### src/verilog/nkmd_pkg.sv
package nkmd_pkg;

    typedef logic [31:0] word_t;

    // Register slots, c0/ra/pc read as zero
    typedef enum logic [3:0] {
        REG_C0 = 4'h0,
        REG_A  = 4'h1,
        REG_B  = 4'h2,
        REG_C  = 4'h3,
        REG_D  = 4'h4,
        REG_E  = 4'h5,
        REG_F  = 4'h6,
        REG_G  = 4'h7,
        REG_H  = 4'h8,
        REG_I  = 4'h9,
        REG_J  = 4'ha,
        REG_RA = 4'hb,
        REG_SL = 4'hc,
        REG_SH = 4'hd,
        REG_N  = 4'he,
        REG_PC = 4'hf
    } regsel_t;

    typedef enum logic [2:0] {
        ALU_ADD   = 3'd0,
        ALU_SUB   = 3'd1,
        ALU_OR    = 3'd2,
        ALU_AND   = 3'd3,
        ALU_XOR   = 3'd4,
        ALU_RESV  = 3'd5,
        ALU_CLAMP = 3'd6,
        ALU_MUL   = 3'd7
    } alu_op_t;

    typedef enum logic [1:0] {
        MW_NO = 2'd0,
        MW_R  = 2'd1,
        MW_T  = 2'd2,
        MW_C  = 2'd3
    } mwsel_t;

    // Low immediate bits, rt and jump offset overlap it
    typedef struct packed {
        logic [2:0] top;
        regsel_t    rt;
        logic [7:0] jmprel_lo;
    } imm_lo_t;

    typedef struct packed {
        logic    jmp;
        mwsel_t  mwsel;
        logic    tread;
        regsel_t rd;
        alu_op_t alu;
        regsel_t rs;
        logic    immen;
        logic    sign;
        imm_lo_t imm_lo;
    } inst_t;

    typedef struct packed {
        regsel_t rs;
        regsel_t rt;
        regsel_t rd;
        alu_op_t alu;
        word_t   imm;
        word_t   jmprel;
        logic    tread;
        mwsel_t  mwsel;
        logic    immen;
        logic    jmp;
    } dcd_t;

    typedef struct packed {
        word_t   s;
        word_t   t;
        alu_op_t alu;
        regsel_t rd;
        word_t   rd_val;
        mwsel_t  mwsel;
        logic    jmp;
        word_t   jmprel;
    } ex_t;

    typedef struct packed {
        regsel_t rd;
        word_t   val;
        word_t   rd_val;
        mwsel_t  mwsel;
    } wb_t;

    typedef struct packed {
        logic  en;
        word_t target;
    } jmp_t;

endpackage

### src/verilog/nkmd_cpu.sv
module nkmd_cpu (
    input  logic             clk,
    input  logic             rst,
    input  nkmd_pkg::word_t  p_data_i,
    output nkmd_pkg::word_t  p_addr_o,
    input  nkmd_pkg::word_t  r_data_i,
    output nkmd_pkg::word_t  r_data_o,
    output nkmd_pkg::word_t  r_addr_o,
    output logic             r_we_o
);

    nkmd_pkg::inst_t   inst;
    nkmd_pkg::dcd_t    dcd;
    nkmd_pkg::ex_t     ex;
    nkmd_pkg::wb_t     wb;
    nkmd_pkg::jmp_t    jmp;
    nkmd_pkg::word_t   rs_val;
    nkmd_pkg::word_t   rt_val;
    nkmd_pkg::word_t   rd_val;
    nkmd_pkg::regsel_t rf_wr_sel;
    nkmd_pkg::word_t   rf_wr_val;

    nkmd_fetch u_fetch (
        .clk      (clk),
        .rst      (rst),
        .jmp_i    (jmp),
        .p_data_i (p_data_i),
        .p_addr_o (p_addr_o),
        .inst_o   (inst)
    );

    nkmd_decode u_decode (
        .clk    (clk),
        .rst    (rst),
        .inst_i (inst),
        .dcd_o  (dcd)
    );

    // Selects come straight off the decode register
    nkmd_regfile u_regfile (
        .clk      (clk),
        .rst      (rst),
        .rs_sel_i (dcd.rs),
        .rt_sel_i (dcd.rt),
        .rd_sel_i (dcd.rd),
        .rs_val_o (rs_val),
        .rt_val_o (rt_val),
        .rd_val_o (rd_val),
        .wr_sel_i (rf_wr_sel),
        .wr_val_i (rf_wr_val)
    );

    nkmd_mem_stage u_mem (
        .clk         (clk),
        .rst         (rst),
        .dcd_i       (dcd),
        .rs_val_i    (rs_val),
        .rt_val_i    (rt_val),
        .rd_val_i    (rd_val),
        .wb_i        (wb),
        .ex_o        (ex),
        .rf_wr_sel_o (rf_wr_sel),
        .rf_wr_val_o (rf_wr_val),
        .r_data_i    (r_data_i),
        .r_addr_o    (r_addr_o),
        .r_data_o    (r_data_o),
        .r_we_o      (r_we_o)
    );

    nkmd_execute u_execute (
        .clk   (clk),
        .rst   (rst),
        .ex_i  (ex),
        .wb_o  (wb),
        .jmp_o (jmp)
    );

endmodule

### src/verilog/nkmd_decode.sv
module nkmd_decode (
    input  logic             clk,
    input  logic             rst,
    input  nkmd_pkg::inst_t  inst_i,
    output nkmd_pkg::dcd_t   dcd_o
);

    nkmd_pkg::dcd_t dcd_d;
    nkmd_pkg::dcd_t dcd_q;
    logic           rst_d_q;

    always_comb begin
        dcd_d.rs     = inst_i.rs;
        dcd_d.rt     = inst_i.imm_lo.rt;
        dcd_d.rd     = inst_i.rd;
        dcd_d.alu    = inst_i.alu;
        dcd_d.immen  = inst_i.immen;
        dcd_d.jmp    = inst_i.jmp;

        // Sign bit extends both offsets
        dcd_d.imm    = {{17{inst_i.sign}}, inst_i.imm_lo};
        dcd_d.jmprel = {{24{inst_i.sign}}, inst_i.imm_lo.jmprel_lo};

        // Jumps never read or write memory
        if (inst_i.jmp) begin
            dcd_d.tread = 1'b0;
            dcd_d.mwsel = nkmd_pkg::MW_NO;
        end else begin
            dcd_d.tread = inst_i.tread;
            dcd_d.mwsel = inst_i.mwsel;
        end
    end

    always_ff @(posedge clk) begin
        rst_d_q <= rst;
    end

    // Held at no-op through reset and one cycle past it
    always_ff @(posedge clk) begin
        if (rst || rst_d_q) begin
            dcd_q <= '0;
        end else begin
            dcd_q <= dcd_d;
        end
    end

    assign dcd_o = dcd_q;

endmodule

### src/verilog/nkmd_execute.sv
module nkmd_execute (
    input  logic             clk,
    input  logic             rst,
    input  nkmd_pkg::ex_t    ex_i,
    output nkmd_pkg::wb_t    wb_o,
    output nkmd_pkg::jmp_t   jmp_o
);

    nkmd_pkg::word_t alu_res;
    nkmd_pkg::wb_t   wb_q;
    nkmd_pkg::jmp_t  jmp_q;

    always_comb begin
        case (ex_i.alu)
            nkmd_pkg::ALU_ADD: alu_res = ex_i.s + ex_i.t;
            nkmd_pkg::ALU_SUB: alu_res = ex_i.s - ex_i.t;
            nkmd_pkg::ALU_OR:  alu_res = ex_i.s | ex_i.t;
            nkmd_pkg::ALU_AND: alu_res = ex_i.s & ex_i.t;
            nkmd_pkg::ALU_XOR: alu_res = ex_i.s ^ ex_i.t;
            // Clamp and mul not implemented
            default:           alu_res = '0;
        endcase
    end

    always_ff @(posedge clk) begin
        if (rst) begin
            wb_q <= '0;
        end else begin
            wb_q.rd     <= ex_i.rd;
            wb_q.val    <= alu_res;
            wb_q.rd_val <= ex_i.rd_val;
            wb_q.mwsel  <= ex_i.mwsel;
        end
    end

    // Jump target relative to the rd value
    always_ff @(posedge clk) begin
        if (rst) begin
            jmp_q <= '0;
        end else begin
            jmp_q.en     <= ex_i.jmp;
            jmp_q.target <= ex_i.rd_val + ex_i.jmprel;
        end
    end

    assign wb_o  = wb_q;
    assign jmp_o = jmp_q;

endmodule

### src/verilog/nkmd_fetch.sv
module nkmd_fetch (
    input  logic             clk,
    input  logic             rst,
    input  nkmd_pkg::jmp_t   jmp_i,
    input  nkmd_pkg::word_t  p_data_i,
    output nkmd_pkg::word_t  p_addr_o,
    output nkmd_pkg::inst_t  inst_o
);

    nkmd_pkg::word_t pc_q;

    always_ff @(posedge clk) begin
        if (rst) begin
            pc_q <= '0;
        end else if (jmp_i.en) begin
            pc_q <= jmp_i.target;
        end else begin
            pc_q <= pc_q + 32'd1;
        end
    end

    assign p_addr_o = pc_q;
    // Program memory answers in the same cycle
    assign inst_o = nkmd_pkg::inst_t'(p_data_i);

endmodule

### src/verilog/nkmd_mem_stage.sv
module nkmd_mem_stage (
    input  logic                clk,
    input  logic                rst,
    input  nkmd_pkg::dcd_t      dcd_i,
    input  nkmd_pkg::word_t     rs_val_i,
    input  nkmd_pkg::word_t     rt_val_i,
    input  nkmd_pkg::word_t     rd_val_i,
    input  nkmd_pkg::wb_t       wb_i,
    output nkmd_pkg::ex_t       ex_o,
    output nkmd_pkg::regsel_t   rf_wr_sel_o,
    output nkmd_pkg::word_t     rf_wr_val_o,
    input  nkmd_pkg::word_t     r_data_i,
    output nkmd_pkg::word_t     r_addr_o,
    output nkmd_pkg::word_t     r_data_o,
    output logic                r_we_o
);

    nkmd_pkg::word_t ld_addr;
    logic            store;
    nkmd_pkg::ex_t   ex_d;
    nkmd_pkg::ex_t   ex_q;

    assign ld_addr = dcd_i.immen ? dcd_i.imm : rt_val_i;

    // Store from writeback wins the R bus over a load address
    assign store    = (wb_i.mwsel == nkmd_pkg::MW_R);
    assign r_we_o   = store;
    assign r_addr_o = store ? wb_i.rd_val : ld_addr;
    assign r_data_o = wb_i.val;

    // Register write only when nothing goes to memory
    assign rf_wr_sel_o = (wb_i.mwsel == nkmd_pkg::MW_NO) ? wb_i.rd : nkmd_pkg::REG_C0;
    assign rf_wr_val_o = wb_i.val;

    always_comb begin
        ex_d.s      = rs_val_i;
        // t is the loaded word, or the address itself
        ex_d.t      = dcd_i.tread ? r_data_i : ld_addr;
        ex_d.alu    = dcd_i.alu;
        ex_d.rd     = dcd_i.rd;
        ex_d.rd_val = rd_val_i;
        ex_d.mwsel  = dcd_i.mwsel;
        ex_d.jmp    = dcd_i.jmp;
        ex_d.jmprel = dcd_i.jmprel;
    end

    always_ff @(posedge clk) begin
        if (rst) begin
            ex_q <= '0;
        end else begin
            ex_q <= ex_d;
        end
    end

    assign ex_o = ex_q;

endmodule

### src/verilog/nkmd_regfile.sv
module nkmd_regfile (
    input  logic                clk,
    input  logic                rst,
    input  nkmd_pkg::regsel_t   rs_sel_i,
    input  nkmd_pkg::regsel_t   rt_sel_i,
    input  nkmd_pkg::regsel_t   rd_sel_i,
    output nkmd_pkg::word_t     rs_val_o,
    output nkmd_pkg::word_t     rt_val_o,
    output nkmd_pkg::word_t     rd_val_o,
    input  nkmd_pkg::regsel_t   wr_sel_i,
    input  nkmd_pkg::word_t     wr_val_i
);

    nkmd_pkg::word_t regs [16];

    // c0, ra and pc have no storage behind them
    function automatic logic is_real(nkmd_pkg::regsel_t sel);
        return !(sel inside {nkmd_pkg::REG_C0, nkmd_pkg::REG_RA, nkmd_pkg::REG_PC});
    endfunction

    always_ff @(posedge clk) begin
        if (rst) begin
            for (int i = 0; i < 16; i++) begin
                regs[i] <= '0;
            end
        end else if (is_real(wr_sel_i)) begin
            regs[wr_sel_i] <= wr_val_i;
        end
    end

    assign rs_val_o = is_real(rs_sel_i) ? regs[rs_sel_i] : '0;
    assign rt_val_o = is_real(rt_sel_i) ? regs[rt_sel_i] : '0;
    assign rd_val_o = is_real(rd_sel_i) ? regs[rd_sel_i] : '0;

endmodule
### config.mk
export PLATFORM = sky130hd
export DESIGN_NAME = nkmd_cpu
export DESIGN_NICKNAME = d
export VERILOG_FILES = /design/src/verilog/nkmd_pkg.sv /design/src/verilog/nkmd_cpu.sv /design/src/verilog/nkmd_decode.sv /design/src/verilog/nkmd_execute.sv /design/src/verilog/nkmd_fetch.sv /design/src/verilog/nkmd_mem_stage.sv /design/src/verilog/nkmd_regfile.sv
export SDC_FILE = /design/constraint.sdc
export NUM_CORES = 1
export LEC_CHECK = 0
export BUFFER_PORTS_ARGS = -buffer_cell sky130_fd_sc_hd__buf_4
export CAP_MARGIN = 15
export CORE_UTILIZATION = 57
export CTS_CLUSTER_DIAMETER = 40
export DETAILED_ROUTE_END_ITERATION = 10
export GPL_TIMING_DRIVEN = 0
export PLACE_DENSITY = 0.75
export SETUP_SLACK_MARGIN = 0.3
export SLEW_MARGIN = 20
export SYNTH_ARGS = -nofsm -noshare
export SYNTH_HDL_FRONTEND = slang
export SYNTH_SLANG_ARGS = --single-unit
### constraint.sdc
create_clock -name clk -period 3.3 [get_ports clk]
set_input_delay 0.99 -clock clk [delete_from_list [all_inputs] [get_ports clk]]
set_output_delay 0.99 -clock clk [all_outputs]
set_load 0.05 [all_outputs]
==> results.md <==
CTS:
- After clock tree synthesis, the clock-pin slew on the worst setup and hold paths is ~60 ps.
- Hold repair after CTS inserted 0 buffers.
- The H-tree level count is 3.
- The CTS root buffer is sky130_fd_sc_hd__clkbuf_16.
- The total CTS buffers is 118.
- The clock net in this run drives a total of between 700 and 800 sinks.
- TritonCTS built the clock tree.
- The clock latency on the worst-skew pair is ~720 ps.
- The maximum clock insertion buffer count is 3.

STA:
- The normalized max-slew margin is 0.1773.
- For the pin with the worst max-slew slack, the measured transition is ~1200 ps.
- Setup repair after global routing could not meet its margin everywhere.
- The final period utilization is 1.301.
- Counting I/O delays and the setup requirement, the final critical path takes 4294 ps.
- The number of max-slew violations in the final report is 0.
- The achievable frequency is ~0.23 GHz.
- The final count of hold timing violations is 0.
- The final number of setup-violating endpoints is 50.
- On the final layout, the worst clock skew is slightly below 50 ps.
- The final worst setup slack is -993.5 ps.
- The hold slack is approximately 440 ps.

Synthesis:
- The async set or reset register ratio after synthesis is 0.
- Yosys mapped the design onto 73 distinct sky130hd cell types.
- Synthesis handed over a netlist of 3436 instances.
- The dominant synthesized flop cell is sky130_fd_sc_hd__edfxtp_1.
- The number of enable-type register cells in the synthesized netlist is around 500.
- Each instance of the synthesized netlist takes up on average approximately 13 sq um.
- The share of the Yosys chip area taken by registers is 0.4692.
- The mapped netlist covers 0.04484 sq mm.
- The Yosys step of the flow raised 0 warnings.
- The total of flip-flops plus latches after synthesis is slightly below 800.

Flow run:
- The number of max-capacitance violations reported is 0.

Placed design:
- Routability-driven placement finished with a final weighted congestion of 1.004.
- The HPWL after detailed placement is between 100 and 150 mm.
- The post-placement worst setup slack is -1531 ps.
- Buffers placed on the I/O ports in this run total 162.
- The placement-stage cell area is slightly below 0.05 sq mm.

Drt:
- The via density per instance is 6.787.
- The final route contains 34630 vias.
- In the final routed layout, each cell accounts on average for 32.23 um.
- The initial DRC count is between 5000 and 6000.
- The DRC violation count after routing is 0.
- The length of the first detailed-routing pass in iterations is 10.
- Summed over all layers, the routed wires come to about 160 mm.
- The number of nets with antenna violations after detailed routing is 0.

Global routing:
- The global-route congestion overflow total is 0.
- The first global-routing pass estimated roughly 230 mm of wire.
- The pin count of the biggest net entering global routing is 33.
- The number of antenna violations at the first check in global routing is 13.
- The overall fraction of global-route tracks in use is 0.4035.
- The number of global-route vias before repair is ~33000.

Die:
- The effective utilization at floorplan is 0.5779.
- The height of the chip is around 280 um.
- The floorplan step defined a core boundary enclosing just under 0.08 sq mm.
- The I/O pin count is 163.
- The die is ~280 um wide.
- The site row count is between 100 and 150.
- The die area is between 0.07 and 0.08 sq mm.

Min path:
- The startpoint of the tightest hold check path is u_mem.ex_o[34].
- The path category of the worst min-delay check is reg2reg.

Critical path:
- On the worst path, the slowest cell contributes a delay of 580 ps.
- The critical path class is reg2out.
- Setup slack on the worst reg-to-reg path comes out at -470 ps.
- For this design, the slowest cell found on the critical path is sky130_fd_sc_hd__mux4_2.
- At the worst endpoint, the required time is between 2000 and 2500 ps.
- Together, buffers and inverters on the worst path number 4.
- The critical path goes through buf_12, buf_12, buf_16, mux4_2, mux4_2, a22oi_2, a21oi_4, buf_6.
- The maximum fanout count along the critical path is 7.
- STA classifies the critical path startpoint as a register.
- The endpoint class of the critical path is a primary output.
- The family of cells with the greatest summed delay on the critical path is multiplexers.
- The most critical setup path has its startpoint at u_decode.dcd_o[45].
- The worst flop-to-flop path startpoint is u_mem.ex_o[79].
- The data arrival time of the worst path is about 3300 ps.

Pwr:
- Across the VDD grid, the largest voltage drop is just under 0.5 mV.
- For this design the ratio of total power to cell area is 556.3 mW/mm^2.
- The analysis attributes to cell leakage a power of 20.67 nW.
- The overall power is ~0.031 W.

Finish:
- The layout overhead on the synthesized area is 24.00%.
- The share of cells above drive strength 1 is 0.3405.
- The final-stage net count is 4148.
- The finished cells cover roughly 0.056 sq mm.

Outcome:
- The flow ran to the end, but the final reports show violations.
- The checks that failed: setup timing.
[state kept, by name, indices dropped and copies added, names as in the netlist]
name              cells
u_fetch.p_addr_o     32
u_regfile.regs      512
u_execute.wb_o       70
u_execute.jmp_o      33
u_mem.ex_o          115
u_decode.dcd_o       32
u_decode.rst_d_q      1
[final cells by class]
type	instances	area, sq um
Antenna cell	7	17.52
Buffer	307	1934
Multi-Input combinational cell	2338	24140
Tap cell	1040	1301
Inverter	90	337.8
Fill cell	5051	21990
Clock buffer	145	3209
Clock inverter	79	879.6
Sequential cell	795	21060
Timing Repair Buffer	302	2723
[layer usage]
metal  vias up  global-route usage  routed length, um
met5         -             0.01404                384
met1     16900              0.4813              53730
met4        20              0.2272              11650
li1      13920                   -                  -
met3       747              0.1583              24350
met2      3048              0.6242              74330
[through the flow]
| stage | setup TNS, ps | utilization | std cells |
|---|---|---|---|
| after floorplan | 0 | - | 3531 |
| final | -34650 | 0.7166 | 5103 |
| after CTS | -30760 | 0.7050 | 5052 |
| after global routing | -36830 | 0.7163 | 5096 |
| after detailed placement | -655060 | 0.6273 | 4734 |
| after global placement | -860710 | 0.6262 | 4733 |
[timing repair]
item | in CTS | in global routing
cloned | 6 | 2
endpoints found under the setup margin | 613 | 105
pin swaps | 132 | 96
gates resized for setup | 273 | 126
setup buffers | 90 | 42
[Yosys cell counts (16+ instances only)]
master,n,area [sq um]
sky130_fd_sc_hd__a21o_1,33,247.7
sky130_fd_sc_hd__a21oi_1,183,915.9
sky130_fd_sc_hd__a22oi_1,31,232.7
sky130_fd_sc_hd__and2_1,452,2828
sky130_fd_sc_hd__and3_1,16,100.1
sky130_fd_sc_hd__buf_1,33,123.9
sky130_fd_sc_hd__buf_2,28,140.1
sky130_fd_sc_hd__buf_4,40,300.3
sky130_fd_sc_hd__clkbuf_1,204,765.7
sky130_fd_sc_hd__dfxtp_1,283,5665
sky130_fd_sc_hd__edfxtp_1,512,15370
sky130_fd_sc_hd__ha_1,128,1602
sky130_fd_sc_hd__inv_1,89,334.1
sky130_fd_sc_hd__mux4_2,480,10810
sky130_fd_sc_hd__nand2_1,92,345.3
sky130_fd_sc_hd__nand3_1,26,130.1
sky130_fd_sc_hd__nor2_1,249,934.7
sky130_fd_sc_hd__nor2b_1,133,832.1
sky130_fd_sc_hd__nor3_1,26,130.1
sky130_fd_sc_hd__o21ai_0,76,380.4
sky130_fd_sc_hd__xnor2_1,62,543.0
sky130_fd_sc_hd__xor2_1,39,341.6
[cells by family after synthesis]
group,Yosys count,synth area share
AND/OR/NAND/NOR,1075,0.1317
multiplexers,487,0.2427
buffers and inverters,399,0.03814
other,1,0.00008363
adder cells (fa/ha/maj),130,0.03661
AO/OA/AOI/OAI,448,0.06186
flip-flops,795,0.4692
XOR/XNOR,101,0.01973
[worst register-to-register path, cell delays in order (launching register included)]
cell and delay, ps:
sky130_fd_sc_hd__dfxtp_4 360, sky130_fd_sc_hd__or4_4 560, sky130_fd_sc_hd__nor3_4 260, sky130_fd_sc_hd__buf_6 140
sky130_fd_sc_hd__and2_4 180, sky130_fd_sc_hd__a21oi_2 70, sky130_fd_sc_hd__xnor2_1 140, sky130_fd_sc_hd__ha_1 380
sky130_fd_sc_hd__a21o_1 190, sky130_fd_sc_hd__a21o_1 180, sky130_fd_sc_hd__a211oi_2 260, sky130_fd_sc_hd__o31ai_2 140
sky130_fd_sc_hd__xor2_1 160, sky130_fd_sc_hd__a222oi_1 520, sky130_fd_sc_hd__nor2_1 100
[report_power, final]
group / internal, W / switching, W / total [W]
Combinational: 0.00263 / 0.00352 / 0.00615
Sequential: 0.0111 / 0.000779 / 0.0119
Clock: 0.00775 / 0.00514 / 0.0129
[final timing paths]
path	endpoint	depth (start not counted)
worst max-delay path	r_addr_o[11]	8
worst min-delay path	u_execute.wb_o[1]	1
worst min register to register	u_execute.wb_o[1]	1
worst max register to register	u_execute.wb_o[52]	14
[cells in the final DEF, fill, tap and decap left out, types with 11 or more instances in the layout]
master / count
sky130_fd_sc_hd__clkinv_4: 15
sky130_fd_sc_hd__a21oi_4: 54
sky130_fd_sc_hd__clkinv_2: 13
sky130_fd_sc_hd__buf_12: 11
sky130_fd_sc_hd__clkbuf_2: 31
sky130_fd_sc_hd__conb_1: 96
sky130_fd_sc_hd__o21ai_0: 61
sky130_fd_sc_hd__clkbuf_16: 127
sky130_fd_sc_hd__a22oi_2: 16
sky130_fd_sc_hd__buf_16: 12
sky130_fd_sc_hd__clkbuf_4: 15
sky130_fd_sc_hd__a22oi_1: 15
sky130_fd_sc_hd__nand4_1: 14
sky130_fd_sc_hd__or2_4: 13
sky130_fd_sc_hd__clkbuf_8: 16
sky130_fd_sc_hd__nand3_1: 21
sky130_fd_sc_hd__buf_6: 62
sky130_fd_sc_hd__dfxtp_1: 273
sky130_fd_sc_hd__xor2_1: 37
sky130_fd_sc_hd__buf_4: 277
sky130_fd_sc_hd__nor3_1: 24
sky130_fd_sc_hd__and2_1: 448
sky130_fd_sc_hd__a21oi_2: 26
sky130_fd_sc_hd__a211oi_1: 11
sky130_fd_sc_hd__buf_2: 15
sky130_fd_sc_hd__nor2_1: 238
sky130_fd_sc_hd__nor2b_1: 132
sky130_fd_sc_hd__inv_6: 15
sky130_fd_sc_hd__ha_1: 116
sky130_fd_sc_hd__nand2_1: 86
sky130_fd_sc_hd__edfxtp_1: 512
sky130_fd_sc_hd__mux4_2: 480
sky130_fd_sc_hd__inv_1: 88
sky130_fd_sc_hd__xnor2_1: 51
sky130_fd_sc_hd__a21o_1: 32
sky130_fd_sc_hd__clkbuf_1: 168
sky130_fd_sc_hd__a222oi_1: 15
sky130_fd_sc_hd__a21oi_1: 103
(Power assumes the default switching activity.)
